$ cat src/logic/bringup_pkg.sv
// Defaults assume a 12 MHz board clock and 16 sensed pins; widths follow from these constants
`default_nettype none

package bringup_pkg;

	// Sensed pin bank
	localparam int PIN_COUNT = 16;
	localparam int PIN_INDEX_W = $clog2(PIN_COUNT);

	typedef logic [PIN_COUNT-1:0] pin_mask_t;
	typedef logic [7:0] report_char_t;

	// Report line characters
	localparam report_char_t CHAR_ACTIVE = 8'h31; // '1'
	localparam report_char_t CHAR_QUIET = 8'h2e; // '.'
	localparam report_char_t CHAR_CR = 8'h0d;
	localparam report_char_t CHAR_LF = 8'h0a;

	// 115200 baud and 10 Hz scans at 12 MHz
	localparam int DEF_CLOCKS_PER_BAUD = 104;
	localparam int DEF_CLOCKS_PER_SCAN = 1200000;

	// Probe square wave
	localparam int DRIVE_HALF_PERIOD = 16;
	localparam int DRIVE_CNT_W = $clog2(DRIVE_HALF_PERIOD);

	localparam int SYNC_STAGES = 2; // Flops per pin before edge detect

	typedef enum logic [1:0] {
		REP_IDLE,
		REP_PIN,
		REP_CR,
		REP_LF
	} reporter_state_t;

	typedef enum logic [1:0] {
		UART_IDLE,
		UART_START,
		UART_DATA,
		UART_STOP
	} uart_state_t;

endpackage

`default_nettype wire

$ cat src/logic/bringup_timebase.sv
// CLOCKS_PER_SCAN must be at least 2 so the strobe stays a single-cycle pulse
`timescale 1ns/1ps
`default_nettype none

module bringup_timebase
	import bringup_pkg::*;
#(
	parameter int CLOCKS_PER_SCAN = DEF_CLOCKS_PER_SCAN
) (
	input  wire  clock_i,
	input  wire  rst_n_i,
	output logic scan_strobe_o,
	output logic probe_o
);

	logic [$clog2(CLOCKS_PER_SCAN)-1:0] scan_cnt_q;
	logic [DRIVE_CNT_W-1:0] drive_cnt_q;

	// Scan period counter with the strobe on the last count
	always_ff @(posedge clock_i or negedge rst_n_i) begin
		if (!rst_n_i) begin
			scan_cnt_q <= '0;
			scan_strobe_o <= 1'b0;
		end else if (int'(scan_cnt_q) == CLOCKS_PER_SCAN - 1) begin
			scan_cnt_q <= '0;
			scan_strobe_o <= 1'b1;
		end else begin
			scan_cnt_q <= scan_cnt_q + 1'b1;
			scan_strobe_o <= 1'b0;
		end
	end

	always_ff @(posedge clock_i or negedge rst_n_i) begin
		if (!rst_n_i) begin
			drive_cnt_q <= '0;
			probe_o <= 1'b0;
		end else if (drive_cnt_q == DRIVE_CNT_W'(DRIVE_HALF_PERIOD - 1)) begin
			drive_cnt_q <= '0;
			probe_o <= ~probe_o; // Half period done
		end else begin
			drive_cnt_q <= drive_cnt_q + 1'b1;
		end
	end

	// Reporter relies on a single pulse per scan
	a_strobe_one_cycle: assert property (
		@(posedge clock_i) disable iff (!rst_n_i)
		scan_strobe_o |=> !scan_strobe_o
	);

endmodule

`default_nettype wire

$ cat src/logic/activity_sensor_bank.sv
// Pins are asynchronous; an edge that lands in the clear cycle is dropped
`timescale 1ns/1ps
`default_nettype none

module activity_sensor_bank
	import bringup_pkg::*;
(
	input  wire       clock_i,
	input  wire       rst_n_i,
	input  pin_mask_t pins_i,
	input  wire       clear_i,
	output pin_mask_t activity_o
);

	pin_mask_t sync_q [SYNC_STAGES];
	pin_mask_t prev_q;
	pin_mask_t flags_q;
	pin_mask_t changed;

	// Synchronizer chain plus last settled level
	always_ff @(posedge clock_i or negedge rst_n_i) begin
		if (!rst_n_i) begin
			for (int i = 0; i < SYNC_STAGES; i++) begin
				sync_q[i] <= '0;
			end
			prev_q <= '0;
		end else begin
			sync_q[0] <= pins_i;
			for (int i = 1; i < SYNC_STAGES; i++) begin
				sync_q[i] <= sync_q[i-1];
			end
			prev_q <= sync_q[SYNC_STAGES-1];
		end
	end

	assign changed = sync_q[SYNC_STAGES-1] ^ prev_q;

	// Sticky until the reporter takes its snapshot
	always_ff @(posedge clock_i or negedge rst_n_i) begin
		if (!rst_n_i) begin
			flags_q <= '0;
		end else if (clear_i) begin
			flags_q <= '0;
		end else begin
			flags_q <= flags_q | changed;
		end
	end

	assign activity_o = flags_q;

endmodule

`default_nettype wire

$ cat src/logic/scan_reporter.sv
// Strobes arriving mid-report are ignored; the UART must raise busy the cycle after a write
`timescale 1ns/1ps
`default_nettype none

module scan_reporter
	import bringup_pkg::*;
(
	input  wire          clock_i,
	input  wire          rst_n_i,
	input  wire          scan_strobe_i,
	input  pin_mask_t    activity_i,
	output logic         clear_o,
	input  wire          tx_busy_i,
	output logic         tx_write_o,
	output report_char_t tx_data_o
);

	reporter_state_t state_q;
	pin_mask_t snapshot_q;
	logic [PIN_INDEX_W-1:0] pin_idx_q;
	logic start;
	logic last_pin;

	assign start = scan_strobe_i && (state_q == REP_IDLE);
	assign clear_o = start; // Bank zeroes flags as we latch them
	assign last_pin = (pin_idx_q == PIN_INDEX_W'(PIN_COUNT - 1));

	always_ff @(posedge clock_i) begin
		if (start) begin
			snapshot_q <= activity_i;
		end
	end

	always_ff @(posedge clock_i or negedge rst_n_i) begin
		if (!rst_n_i) begin
			state_q <= REP_IDLE;
			pin_idx_q <= '0;
			tx_write_o <= 1'b0;
		end else begin
			// One write per idle window of the UART
			tx_write_o <= (state_q != REP_IDLE) && !tx_busy_i && !tx_write_o;

			if (start) begin
				state_q <= REP_PIN;
				pin_idx_q <= '0;
			end else if (tx_write_o) begin
				case (state_q)
					REP_PIN: begin
						if (last_pin) begin
							state_q <= REP_CR;
						end else begin
							pin_idx_q <= pin_idx_q + 1'b1;
						end
					end
					REP_CR: state_q <= REP_LF;
					REP_LF: state_q <= REP_IDLE; // Line done
					default: state_q <= REP_IDLE;
				endcase
			end
		end
	end

	// Character for the current position starting at pin 0
	always_comb begin
		case (state_q)
			REP_PIN: tx_data_o = snapshot_q[pin_idx_q] ? CHAR_ACTIVE : CHAR_QUIET;
			REP_CR: tx_data_o = CHAR_CR;
			REP_LF: tx_data_o = CHAR_LF;
			default: tx_data_o = CHAR_QUIET;
		endcase
	end

	// UART must never see a write while it is still shifting
	a_no_write_when_busy: assert property (
		@(posedge clock_i) disable iff (!rst_n_i)
		tx_write_o |-> !tx_busy_i
	);

endmodule

`default_nettype wire

$ cat src/logic/uart_tx.sv
// 8N1 only, CLOCKS_PER_BAUD of at least 2; writes while busy are ignored
`timescale 1ns/1ps
`default_nettype none

module uart_tx
	import bringup_pkg::*;
#(
	parameter int CLOCKS_PER_BAUD = DEF_CLOCKS_PER_BAUD
) (
	input  wire          clock_i,
	input  wire          rst_n_i,
	input  wire          write_i,
	input  report_char_t data_i,
	output logic         busy_o,
	output logic         tx_o
);

	uart_state_t state_q;
	logic [$clog2(CLOCKS_PER_BAUD)-1:0] baud_cnt_q;
	logic [2:0] bit_cnt_q;
	report_char_t shift_q;
	logic tx_q;
	logic baud_done;

	assign baud_done = (int'(baud_cnt_q) == CLOCKS_PER_BAUD - 1);
	assign busy_o = (state_q != UART_IDLE);
	assign tx_o = tx_q;

	// Shift register sends the LSB first
	always_ff @(posedge clock_i) begin
		if (state_q == UART_IDLE && write_i) begin
			shift_q <= data_i;
		end else if (baud_done && (state_q == UART_START || state_q == UART_DATA)) begin
			shift_q <= shift_q >> 1;
		end
	end

	always_ff @(posedge clock_i or negedge rst_n_i) begin
		if (!rst_n_i) begin
			state_q <= UART_IDLE;
			baud_cnt_q <= '0;
			bit_cnt_q <= '0;
			tx_q <= 1'b1; // Line idles high
		end else begin
			if (state_q == UART_IDLE || baud_done) begin
				baud_cnt_q <= '0;
			end else begin
				baud_cnt_q <= baud_cnt_q + 1'b1;
			end

			case (state_q)
				UART_IDLE: begin
					if (write_i) begin
						state_q <= UART_START;
						tx_q <= 1'b0;
					end
				end
				UART_START: begin
					if (baud_done) begin
						state_q <= UART_DATA;
						bit_cnt_q <= '0;
						tx_q <= shift_q[0];
					end
				end
				UART_DATA: begin
					if (baud_done) begin
						if (bit_cnt_q == 3'd7) begin
							state_q <= UART_STOP;
							tx_q <= 1'b1;
						end else begin
							bit_cnt_q <= bit_cnt_q + 1'b1;
							tx_q <= shift_q[0];
						end
					end
				end
				UART_STOP: begin
					if (baud_done) begin
						state_q <= UART_IDLE;
					end
				end
				default: state_q <= UART_IDLE;
			endcase
		end
	end

	// Stop bit level must carry into idle
	a_idle_line_high: assert property (
		@(posedge clock_i) disable iff (!rst_n_i)
		(state_q == UART_IDLE) |-> tx_o
	);

endmodule

`default_nettype wire

$ cat src/logic/bringup_boundary.sv
// A full report line must fit inside one scan period or every other scan is skipped
`timescale 1ns/1ps
`default_nettype none

module bringup_boundary
	import bringup_pkg::*;
#(
	parameter int CLOCKS_PER_BAUD = DEF_CLOCKS_PER_BAUD,
	parameter int CLOCKS_PER_SCAN = DEF_CLOCKS_PER_SCAN
) (
	input  wire       clock_i,
	input  wire       rst_n_i,
	input  pin_mask_t pins_i,
	output logic      probe_o,
	output logic      uart_tx_o
);

	logic scan_strobe;
	pin_mask_t activity;
	logic clear;
	logic tx_write;
	report_char_t tx_data;
	logic tx_busy;

	bringup_timebase #(
		.CLOCKS_PER_SCAN(CLOCKS_PER_SCAN)
	) timebase0 (
		.clock_i(clock_i),
		.rst_n_i(rst_n_i),
		.scan_strobe_o(scan_strobe),
		.probe_o(probe_o)
	);

	activity_sensor_bank sensors0 (
		.clock_i(clock_i),
		.rst_n_i(rst_n_i),
		.pins_i(pins_i),
		.clear_i(clear),
		.activity_o(activity)
	);

	scan_reporter reporter0 (
		.clock_i(clock_i),
		.rst_n_i(rst_n_i),
		.scan_strobe_i(scan_strobe),
		.activity_i(activity),
		.clear_o(clear),
		.tx_busy_i(tx_busy),
		.tx_write_o(tx_write),
		.tx_data_o(tx_data)
	);

	uart_tx #(
		.CLOCKS_PER_BAUD(CLOCKS_PER_BAUD)
	) uart_tx0 (
		.clock_i(clock_i),
		.rst_n_i(rst_n_i),
		.write_i(tx_write),
		.data_i(tx_data),
		.busy_o(tx_busy),
		.tx_o(uart_tx_o)
	);

endmodule

`default_nettype wire

$ cat config.mk
export PLATFORM = sky130hd
export DESIGN_NAME = bringup_boundary
export DESIGN_NICKNAME = d
export VERILOG_FILES = /design/src/logic/bringup_pkg.sv /design/src/logic/bringup_timebase.sv /design/src/logic/activity_sensor_bank.sv /design/src/logic/scan_reporter.sv /design/src/logic/uart_tx.sv /design/src/logic/bringup_boundary.sv
export SDC_FILE = /design/constraint.sdc
export NUM_CORES = 1
export LEC_CHECK = 0
export ABC_CLOCK_PERIOD_IN_PS = 3790
export BUFFER_PORTS_ARGS = -buffer_cell sky130_fd_sc_hd__buf_2
export CAP_MARGIN = 20
export CORE_MARGIN = 4
export CORE_UTILIZATION = 40
export CTS_CLUSTER_DIAMETER = 200
export DETAILED_ROUTE_END_ITERATION = 8
export PLACE_DENSITY_LB_ADDON = 0.15
export SLEW_MARGIN = 30
export SYNTH_ARGS = -nofsm -noshare
export SYNTH_HDL_FRONTEND = slang
export SYNTH_HIERARCHICAL = 1
export SYNTH_SLANG_ARGS = --single-unit
$ cat constraint.sdc
create_clock -name clock_i -period 3.79 [get_ports clock_i]
set_input_delay 0.5685 -clock clock_i [delete_from_list [all_inputs] [get_ports clock_i]]
set_output_delay 0.5685 -clock clock_i [all_outputs]
set_load 0.005 [all_outputs]
==> results of run 1 <==
-- metrics by stage --
step                total power [W]  cell area [µm²]  instances  worst slack [ns]
finish                      0.00325             6280        610              1.63
global route                0.00338             6280        610              1.55
CTS                         0.00330             6280        610              1.59
detailed placement          0.00159             5660        578              1.65
global placement            0.00159             5660        578              1.53
floorplan                   0.00155             5400        391              1.74
-- path summary, 6_finish.rpt --
kind | slack, ns | endpoint | depth (start not counted) | start
worst max-delay path | 1.63 | uart_tx0/shift_q[3]$_DFFE_PP_ | 5 | reporter0/pin_idx_q[2]$_DFFE_PN0P_
worst min-delay path | 0.23 | sensors0/prev_q[10]$_DFF_PN0_ | 1 | rst_n_i
worst max register to register | 1.63 | uart_tx0/shift_q[3]$_DFFE_PP_ | 5 | reporter0/pin_idx_q[2]$_DFFE_PN0P_
worst min register to register | 0.34 | sensors0/sync_q[4]$_DFF_PN0_ | 0 | sensors0/sync_q[20]$_DFF_PN0_
max in group asynchronous | 2.78 | sensors0/prev_q[15]$_DFF_PN0_ | 2 | rst_n_i
min in group clock_i | 0.25 | sensors0/sync_q[24]$_DFF_PN0_ | 1 | pins_i[8]
-- cells by family (layout without fill, tap and decap cells) --
family	count (synthesis)	in the layout	synth area share
compound gates	46	46	0.0609
xor+xnor	42	42	0.0681
fa+ha+maj	15	15	0.0348
buf+inv	36	79	0.0359
flops	135	135	0.648
mux	18	18	0.0484
other cells	1	2	0.000695
simple gates	97	97	0.103
-- power groups by stage --
stage               Combinational (W)  Sequential, W  Clock [W]
floorplan                   0.0000181        0.00154          0
global placement            0.0000534        0.00154          0
detailed placement          0.0000544        0.00154          0
CTS                         0.0000547        0.00151    0.00173
global route                0.0000599        0.00151    0.00181
finish                      0.0000513        0.00151    0.00168
-- routing by layer --
metal	part of all wire	up-vias	track usage	routed length [µm]
met5	0	-	0	0
met4	0.0098	0	0.0548	79
met3	0.032	6	0.0490	260
met2	0.46	29	0.170	3710
met1	0.50	1379	0.159	4010
li1	-	1421	-	-
-- synth_stat cells, types with 2 or more instances --
master,number,share of area
dfrtp_1,110,0.51
a21o_1,2,0.0028
a21oi_2,11,0.018
xor2_1,16,0.026
nor4_1,2,0.0023
edfxtp_1,24,0.13
ha_1,15,0.035
and4_1,2,0.0032
xnor2_1,26,0.042
mux2i_1,4,0.0074
mux2_2,7,0.015
and3_1,6,0.0070
o31ai_1,2,0.0028
or4_1,2,0.0028
inv_1,25,0.017
mux4_1,4,0.019
nor3_1,10,0.0093
nor2b_1,3,0.0035
and2_1,2,0.0023
nand4_1,10,0.012
nor2_1,21,0.015
nand3_1,12,0.011
a32o_1,2,0.0037
buf_4,3,0.0042
clkbuf_1,2,0.0014
mux2_1,2,0.0042
nand2b_1,2,0.0023
or3_1,2,0.0023
buf_6,4,0.0083
nand2_1,12,0.0083
o21ai_0,7,0.0065
a21oi_1,11,0.010
nor3b_1,2,0.0028
-- final cells by class --
class	count	share of cell area
Sequential cell	135	0.558
Inverter	25	0.0149
Tap cell	176	0.0351
Clock buffer	23	0.0813
Timing Repair Buffer	22	0.0211
Multi-Input combinational cell	220	0.272
Clock inverter	9	0.0175
-- registers in the layout, indices dropped and copies added, names as in the netlist, 2 cells and up --
register and count:
uart_tx0/shift_q 8, timebase0/scan_cnt_q 21, uart_tx0/state_q 2, sensors0/sync_q 32, reporter0/state_q 2, uart_tx0/bit_cnt_q 3
sensors0/activity_o 16, reporter0/snapshot_q 16, reporter0/pin_idx_q 4, timebase0/drive_cnt_q 4, sensors0/prev_q 16, uart_tx0/baud_cnt_q 7
==> run summary, run 1 <==
The combined area of all synthesized cells came out at 5400 µm². The peak per-stage delay on the critical path came out at between 0.4 and 0.5 ns. The DRC violations left came out at 0.

For the final database, setup skew stands at 0.0149 ns. The total detailed-routing wirelength is 8060 µm. The sum of overflow across all layers after global routing is 0. The gate count after technology mapping came out at 390.

Fill cells in the final layout number 1187. The width of the chip came out at 124 µm. The largest individual stage delay along the critical path comes from the cell dfrtp_1. For this run, the leading register cell type out of synthesis is dfrtp_1.

The number of global-route vias before repair was 2859. After detailed routing, the average wire length per cell comes to 13.2 µm. The worst setup path is captured at a register.

The average footprint of a synthesized cell is around 14 µm². The clock sink count came out at 135. The power per standard cell area is just over 500 nW/µm².

The share of synthesized registers carrying an async set or reset is 0.822. Cell internal power was estimated by the tool at 0.00260 W. For this run, the total global-route usage over all layers was measured as 0.119.

The measured slew at the worst slew-check pin is 0.804 ns. No sink is reached through more buffers than the 2 on the longest clock path. The final critical-path required period is 2.16 ns. The initial cell density of the core is 0.408. The library cell used most frequently in the layout, excluding fill and tap cells, is dfrtp_1. The accumulated negative setup slack is 0 ns. The top-level I/O count is 20. In the layout the commonest cells are 110 x dfrtp_1, 26 x xnor2_1, 25 x inv_1, 24 x edfxtp_1, 21 x nor2_1. The share of synthesized area occupied by flip-flops and latches is 0.648. Entering global routing, the biggest net connects 60 pins. In this run the tightest slew margin relative to its limit is 0.464. The portion of the clock cycle consumed by the worst path in the final layout came out at 0.570. Summing all flip-flop and latch instances after layout gives between 3000 and 4000 µm².

The first global-routing pass estimated 13800 µm of wire. Using the TritonRoute via totals, the vias-per-cell ratio works out to 4.65. The clock latency of the later-clocked register in the worst-skew pair came out at between 0.4 and 0.5 ns. The wire-length estimate of the detail-placed layout is 5030 µm. Once detail routing completed, the nets flagged for antenna violations numbered 0. In this run the post-CTS setup repair buffer count came out at 0. The H-tree depth came out at 4. The number of warning messages in the yosys log came out at 6.

The setup path with the least slack is of type register to register. The final design utilization came out at 0.474. The maximum net fanout on the critical path came out at 7. The fraction of power consumed by sequential logic is 0.465. The TritonCTS clock tree is yes.

After synthesis the netlist holds a flip-flop and latch count of 135. The quantity of gates resized following cts is 0. The worst-case hold slack came out at 0.230 ns. The placeable core region came out at 13200 µm². The clock network fraction of total power is 0.519. Setup repair after global routing left no endpoint under its margin.

Broken down by cell family, the worst path's largest delay share belongs to multiplexers. Clock tree synthesis inserted a total of 17 buffers. In the final design database the tool counted 454 nets. The clock transition time at the flip-flop clock pins of the worst setup and hold paths is 0.06 ns.

The combined buffer and inverter count along the critical path is 0. Setup violations remaining at the end of the flow were counted as 0. The number of enable flip-flop cells after synthesis is 24. The data arrival time at the worst-slack endpoint is around 2.3 ns. Across all layers, the routed design uses between 2k and 3k vias. The switching power total is roughly 0.00064 W. The fmax is approximately 460 MHz. The worst hold path belongs to the class primary input to async pin.

The floorplan step defined a die boundary enclosing roughly 15000 µm². The share of post-route cells with drive strength above 1 is 0.194. The worst-case IR drop observed on VDD is 0.292 mV. The floorplan step set the die height to 124 µm. The logic gate share of total power came out at 0.016. The number of maximum-capacitance violations is 0.

The multi-input combinational cells in the finished layout cover a total of 1710 µm². Walking the worst path, the cells encountered are mux4_1 -> mux2i_1 -> mux2_4 -> a2111o_1 -> mux2_2. The detailed router's first-iteration violation count came out at approximately 140. The critical path startpoint category is a register. The leakage power summed over all cells is about 2.8 nW. The count of input and output buffers is 19. The run finished with clean final reports. The number of library cell types mapped by synthesis came out at 58. The area growth from synthesis to layout is 16.3%. The number of antenna violations at the first check in global routing came out at 0. The number of rows in the core area is 42.

The max-slew violation count came out at 0. CTS placed an instance of clkbuf_16 at the clock tree root. The number of failing hold endpoints at the final stage came out at 0.

The fraction of power spent switching nets is 0.198. STA puts the critical path data required time at 3.95 ns. The final antenna diode count is 0.

The first detailed-routing pass ran for 4 iterations. The congestion estimate from routability-driven global placement came to just over 0.7. The number of buffers inserted by hold repair at cts came out at 0.
Note: power is estimated with default switching activity, not from simulation.
==> run 2, diff against run 1 <==
ABC_AREA = 1   (was default)
ABC_CLOCK_PERIOD_IN_PS = 1900   (was 3790)
clock period = 1.9 ns   (was 3.79 ns; I/O delays follow)
==> run summary, run 2 <==
The average vias per placed instance came out at 4.49. For this run, the leading register cell type out of synthesis is dfrtp_1. The detailed-router iteration count before antenna repair came out at 4. The die covers 16800 µm². For this design, the sink count on the clock tree is roughly 140. The data arrival time at the worst-slack endpoint is about 1.9 ns. The width of the chip is 130 µm. The adder-cell area share of the yosys netlist is 0.0317. The worst-case clock buffer depth is 2. The initial utilization of the core area, before any placement, comes to 0.407. The leakage power summed over all cells came out at 3.53 nW. The sum of overflow across all layers after global routing is 0. The share of synthesized registers carrying an async set or reset came out at 0.822. Detailed placement ended at an HPWL of around 6700 µm.

In the final routed layout, each cell accounts on average for 11.2 µm. The routed layout has around 4.0k vias. Counting flops with a built-in enable in the synthesized netlist gives 24. The most flop-heavy register is sensors0/sync_q. The count of nets after finishing is 718. Measured on the finished design, the core utilization comes to 0.483. Entering global routing, the biggest net connects 41 pins.

The H-tree depth came out at 4. The share of the synthesized area in the top cell type is 0.465. The global router's overall resource usage came out at 0.138.

The largest registers in the layout are sensors0/sync_q (32), timebase0/scan_cnt_q (21). After synthesis the cells add up to 5920 µm². Dividing the synthesized area by the synthesized cell count gives 9.45 µm².

Summed over all instances, the cell type with the most area after synthesis is dfrtp_1. The share of the synthesized netlist area taken by xor and xnor gates came out at 0.0207. STA classifies the critical path endpoint as a register. The DRC violations left is 0. The count of input and output buffers came out at 19.

The number of maximum-capacitance violations is 0. The gate count after technology mapping came out at about 630. In this run the remaining antenna-violating nets after routing total 0. The number of setup violations in the final report came out at 0. The count of buffers added by post-CTS timing repair for setup is 0. The number of failing hold endpoints at the final stage came out at 0. The final weighted congestion of routability-driven global placement is 0.843. The tree is rooted in a clkbuf_16.

The number of global-route vias before repair is 3930. The share of post-route cells with drive strength above 1 is 0.151. Measured along the y axis, the die boundary spans 130 µm. The simple-gate share of the synthesized area came out at 0.240. The clock transition time at the flip-flop clock pins of the worst setup and hold paths is 0.06 ns.

The clock latency of the later-clocked register in the worst-skew pair came out at about 0.42 ns. The portion of the clock cycle consumed by the worst path in the final layout is 0.896. The compound-cell area share of the yosys netlist is 0.0186. The most frequent cell after synthesis is nand2_1. Summed over all layers, the routed wires come to 9850 µm. In this run the count of I/O pins placed on the die edge is 20.

Setup total negative slack on the finished layout was measured at 0 ns. STA classifies the critical path startpoint as a register. The clock buffer count from CTS came out at 17.

Leaving out fill and tap cells, the most frequent cells in the layout are 168 x nand2_1, 111 x inv_1, 110 x dfrtp_1, 51 x nand3_1, 47 x nor2_1. The max-slew violation count came out at 0. For this block, the initial DRC count from the detailed router was around 180. The first global-routing pass estimated 18100 µm of wire. The largest voltage drop on the vdd net is ~0.63 mV. The number of warning messages in the yosys log is 6. The maximum net fanout on the critical path came out at 11. Setup repair after global routing left no endpoint under its margin. The data required time of the worst path came out at approximately 2.1 ns. The post-synthesis sequential element count came out at approximately 140. The type of the tightest min-delay check is register to register. The share of synthesized area occupied by flip-flops and latches is 0.591.

The number of library cell types mapped by synthesis is 32. 0 antenna diodes ended up in the layout. By area the synthesized netlist is led by dfrtp_1 47%, edfxtp_1 12%, nand2_1 11%. The post-synthesis mux area share came out at 0.0133. The placeable core region is 14500 µm². The number of rows in the core area is 44. The quantity of gates resized following cts is 0. The critical path is of the register to register type. The area growth from synthesis to layout is 18.7%. The flow ran to the end, and the final reports show no timing, DRC or antenna violations. The power per standard cell area is 892 nW/µm². The number of buffers inserted by hold repair at cts came out at 17.

The worst clock skew is roughly 0.0076 ns. The library cell used most frequently in the layout, excluding fill and tap cells, is nand2_1. The routed design could run at a clock period as short as 1.70 ns. The fmax is 587 MHz.

The number of antenna violations at the first check in global routing came out at 0. The TritonCTS clock tree is yes. By area, the combinational part of the netlist is dominated by simple AND/OR/NAND/NOR gates. Sorting the synthesized cells by how often they occur yields 168 x nand2_1, 111 x inv_1, 110 x dfrtp_1, 51 x nand3_1, 47 x nor2_1. The register with the most flip-flops in the layout has 32 of them.
==> run 2: layout make-up <==
| cell class | count | area (µm²) |
|---|---|---|
| Fill cell | 1340 | 7510 |
| Sequential cell | 135 | 3500 |
| Multi-Input combinational cell | 370 | 1920 |
| Clock buffer | 21 | 472 |
| Inverter | 116 | 440 |
| Timing Repair Buffer | 45 | 360 |
| Tap cell | 184 | 230 |
| Clock inverter | 10 | 96.3 |
==> run 2: per-layer routing <==
layer | share of wire | wire [µm] | track usage | vias up
met5 | 0 | 0 | 0 | -
met3 | 0.039 | 381 | 0.0507 | 13
met2 | 0.46 | 4510 | 0.209 | 53
met4 | 0.018 | 175 | 0.0587 | 0
met1 | 0.49 | 4790 | 0.179 | 1848
li1 | - | - | - | 2040
==> run 2: logic make-up (layout without fill, tap and decap cells) <==
logic type,Yosys count,count (layout)
AOI/OAI and AO/OA,21,21
xor gates and xnor gates,14,14
adders and majority gates,15,15
buffers and inverters,122,192
DFF,135,135
muxes,7,7
other,1,2
and+or+nand+nor,311,311
==> run 2: path summary, 6_finish.rpt <==
path,cells past startpoint,endpoint,slack [ns],startpoint
max,9,uart_tx0/shift_q[3]$_DFFE_PP_,0.20,reporter0/pin_idx_q[0]$_DFFE_PN0P_
min,0,sensors0/sync_q[7]$_DFF_PN0_,0.35,sensors0/sync_q[23]$_DFF_PN0_
max reg2reg,9,uart_tx0/shift_q[3]$_DFFE_PP_,0.20,reporter0/pin_idx_q[0]$_DFFE_PN0P_
min reg2reg,0,sensors0/sync_q[7]$_DFF_PN0_,0.35,sensors0/sync_q[23]$_DFF_PN0_
max in group asynchronous,3,uart_tx0/tx_o$_DFFE_PN1P_,0.90,rst_n_i
min in group asynchronous,2,sensors0/sync_q[21]$_DFF_PN0_,0.36,rst_n_i
==> run 2: worst max-delay path: stages (launching register included) <==
cell     delay [ns]
dfrtp_1        0.40
inv_2          0.20
nand2_2        0.07
nand2_1        0.09
nand2_1        0.06
nand3_1        0.10
nand3_2        0.10
nand3_1        0.10
nand3_1        0.08
mux2_2         0.26
==> run 2: power breakdown <==
part,total (W),internal (W),leakage (nW),switching [W]
logic,0.000126,0.0000558,1.72,0.0000706
clock network,0.00312,0.00191,0.267,0.00122
registers,0.00302,0.00299,1.54,0.0000251
total,0.00627,0.00495,3.53,0.00131
==> run 2: per-stage QoR <==
stage	cells	instance area (µm²)	power [W]	worst slack, ns	hold WS (ns)
after global routing	881	7020	0.00654	0.0110	0.349
final	881	7020	0.00627	0.197	0.346
after floorplan	627	5920	0.00309	0.0387	-0.0106
after CTS	881	7020	0.00638	0.187	0.348
after global placement	833	6280	0.00317	0.242	0.272
after detailed placement	833	6280	0.00318	0.193	0.276
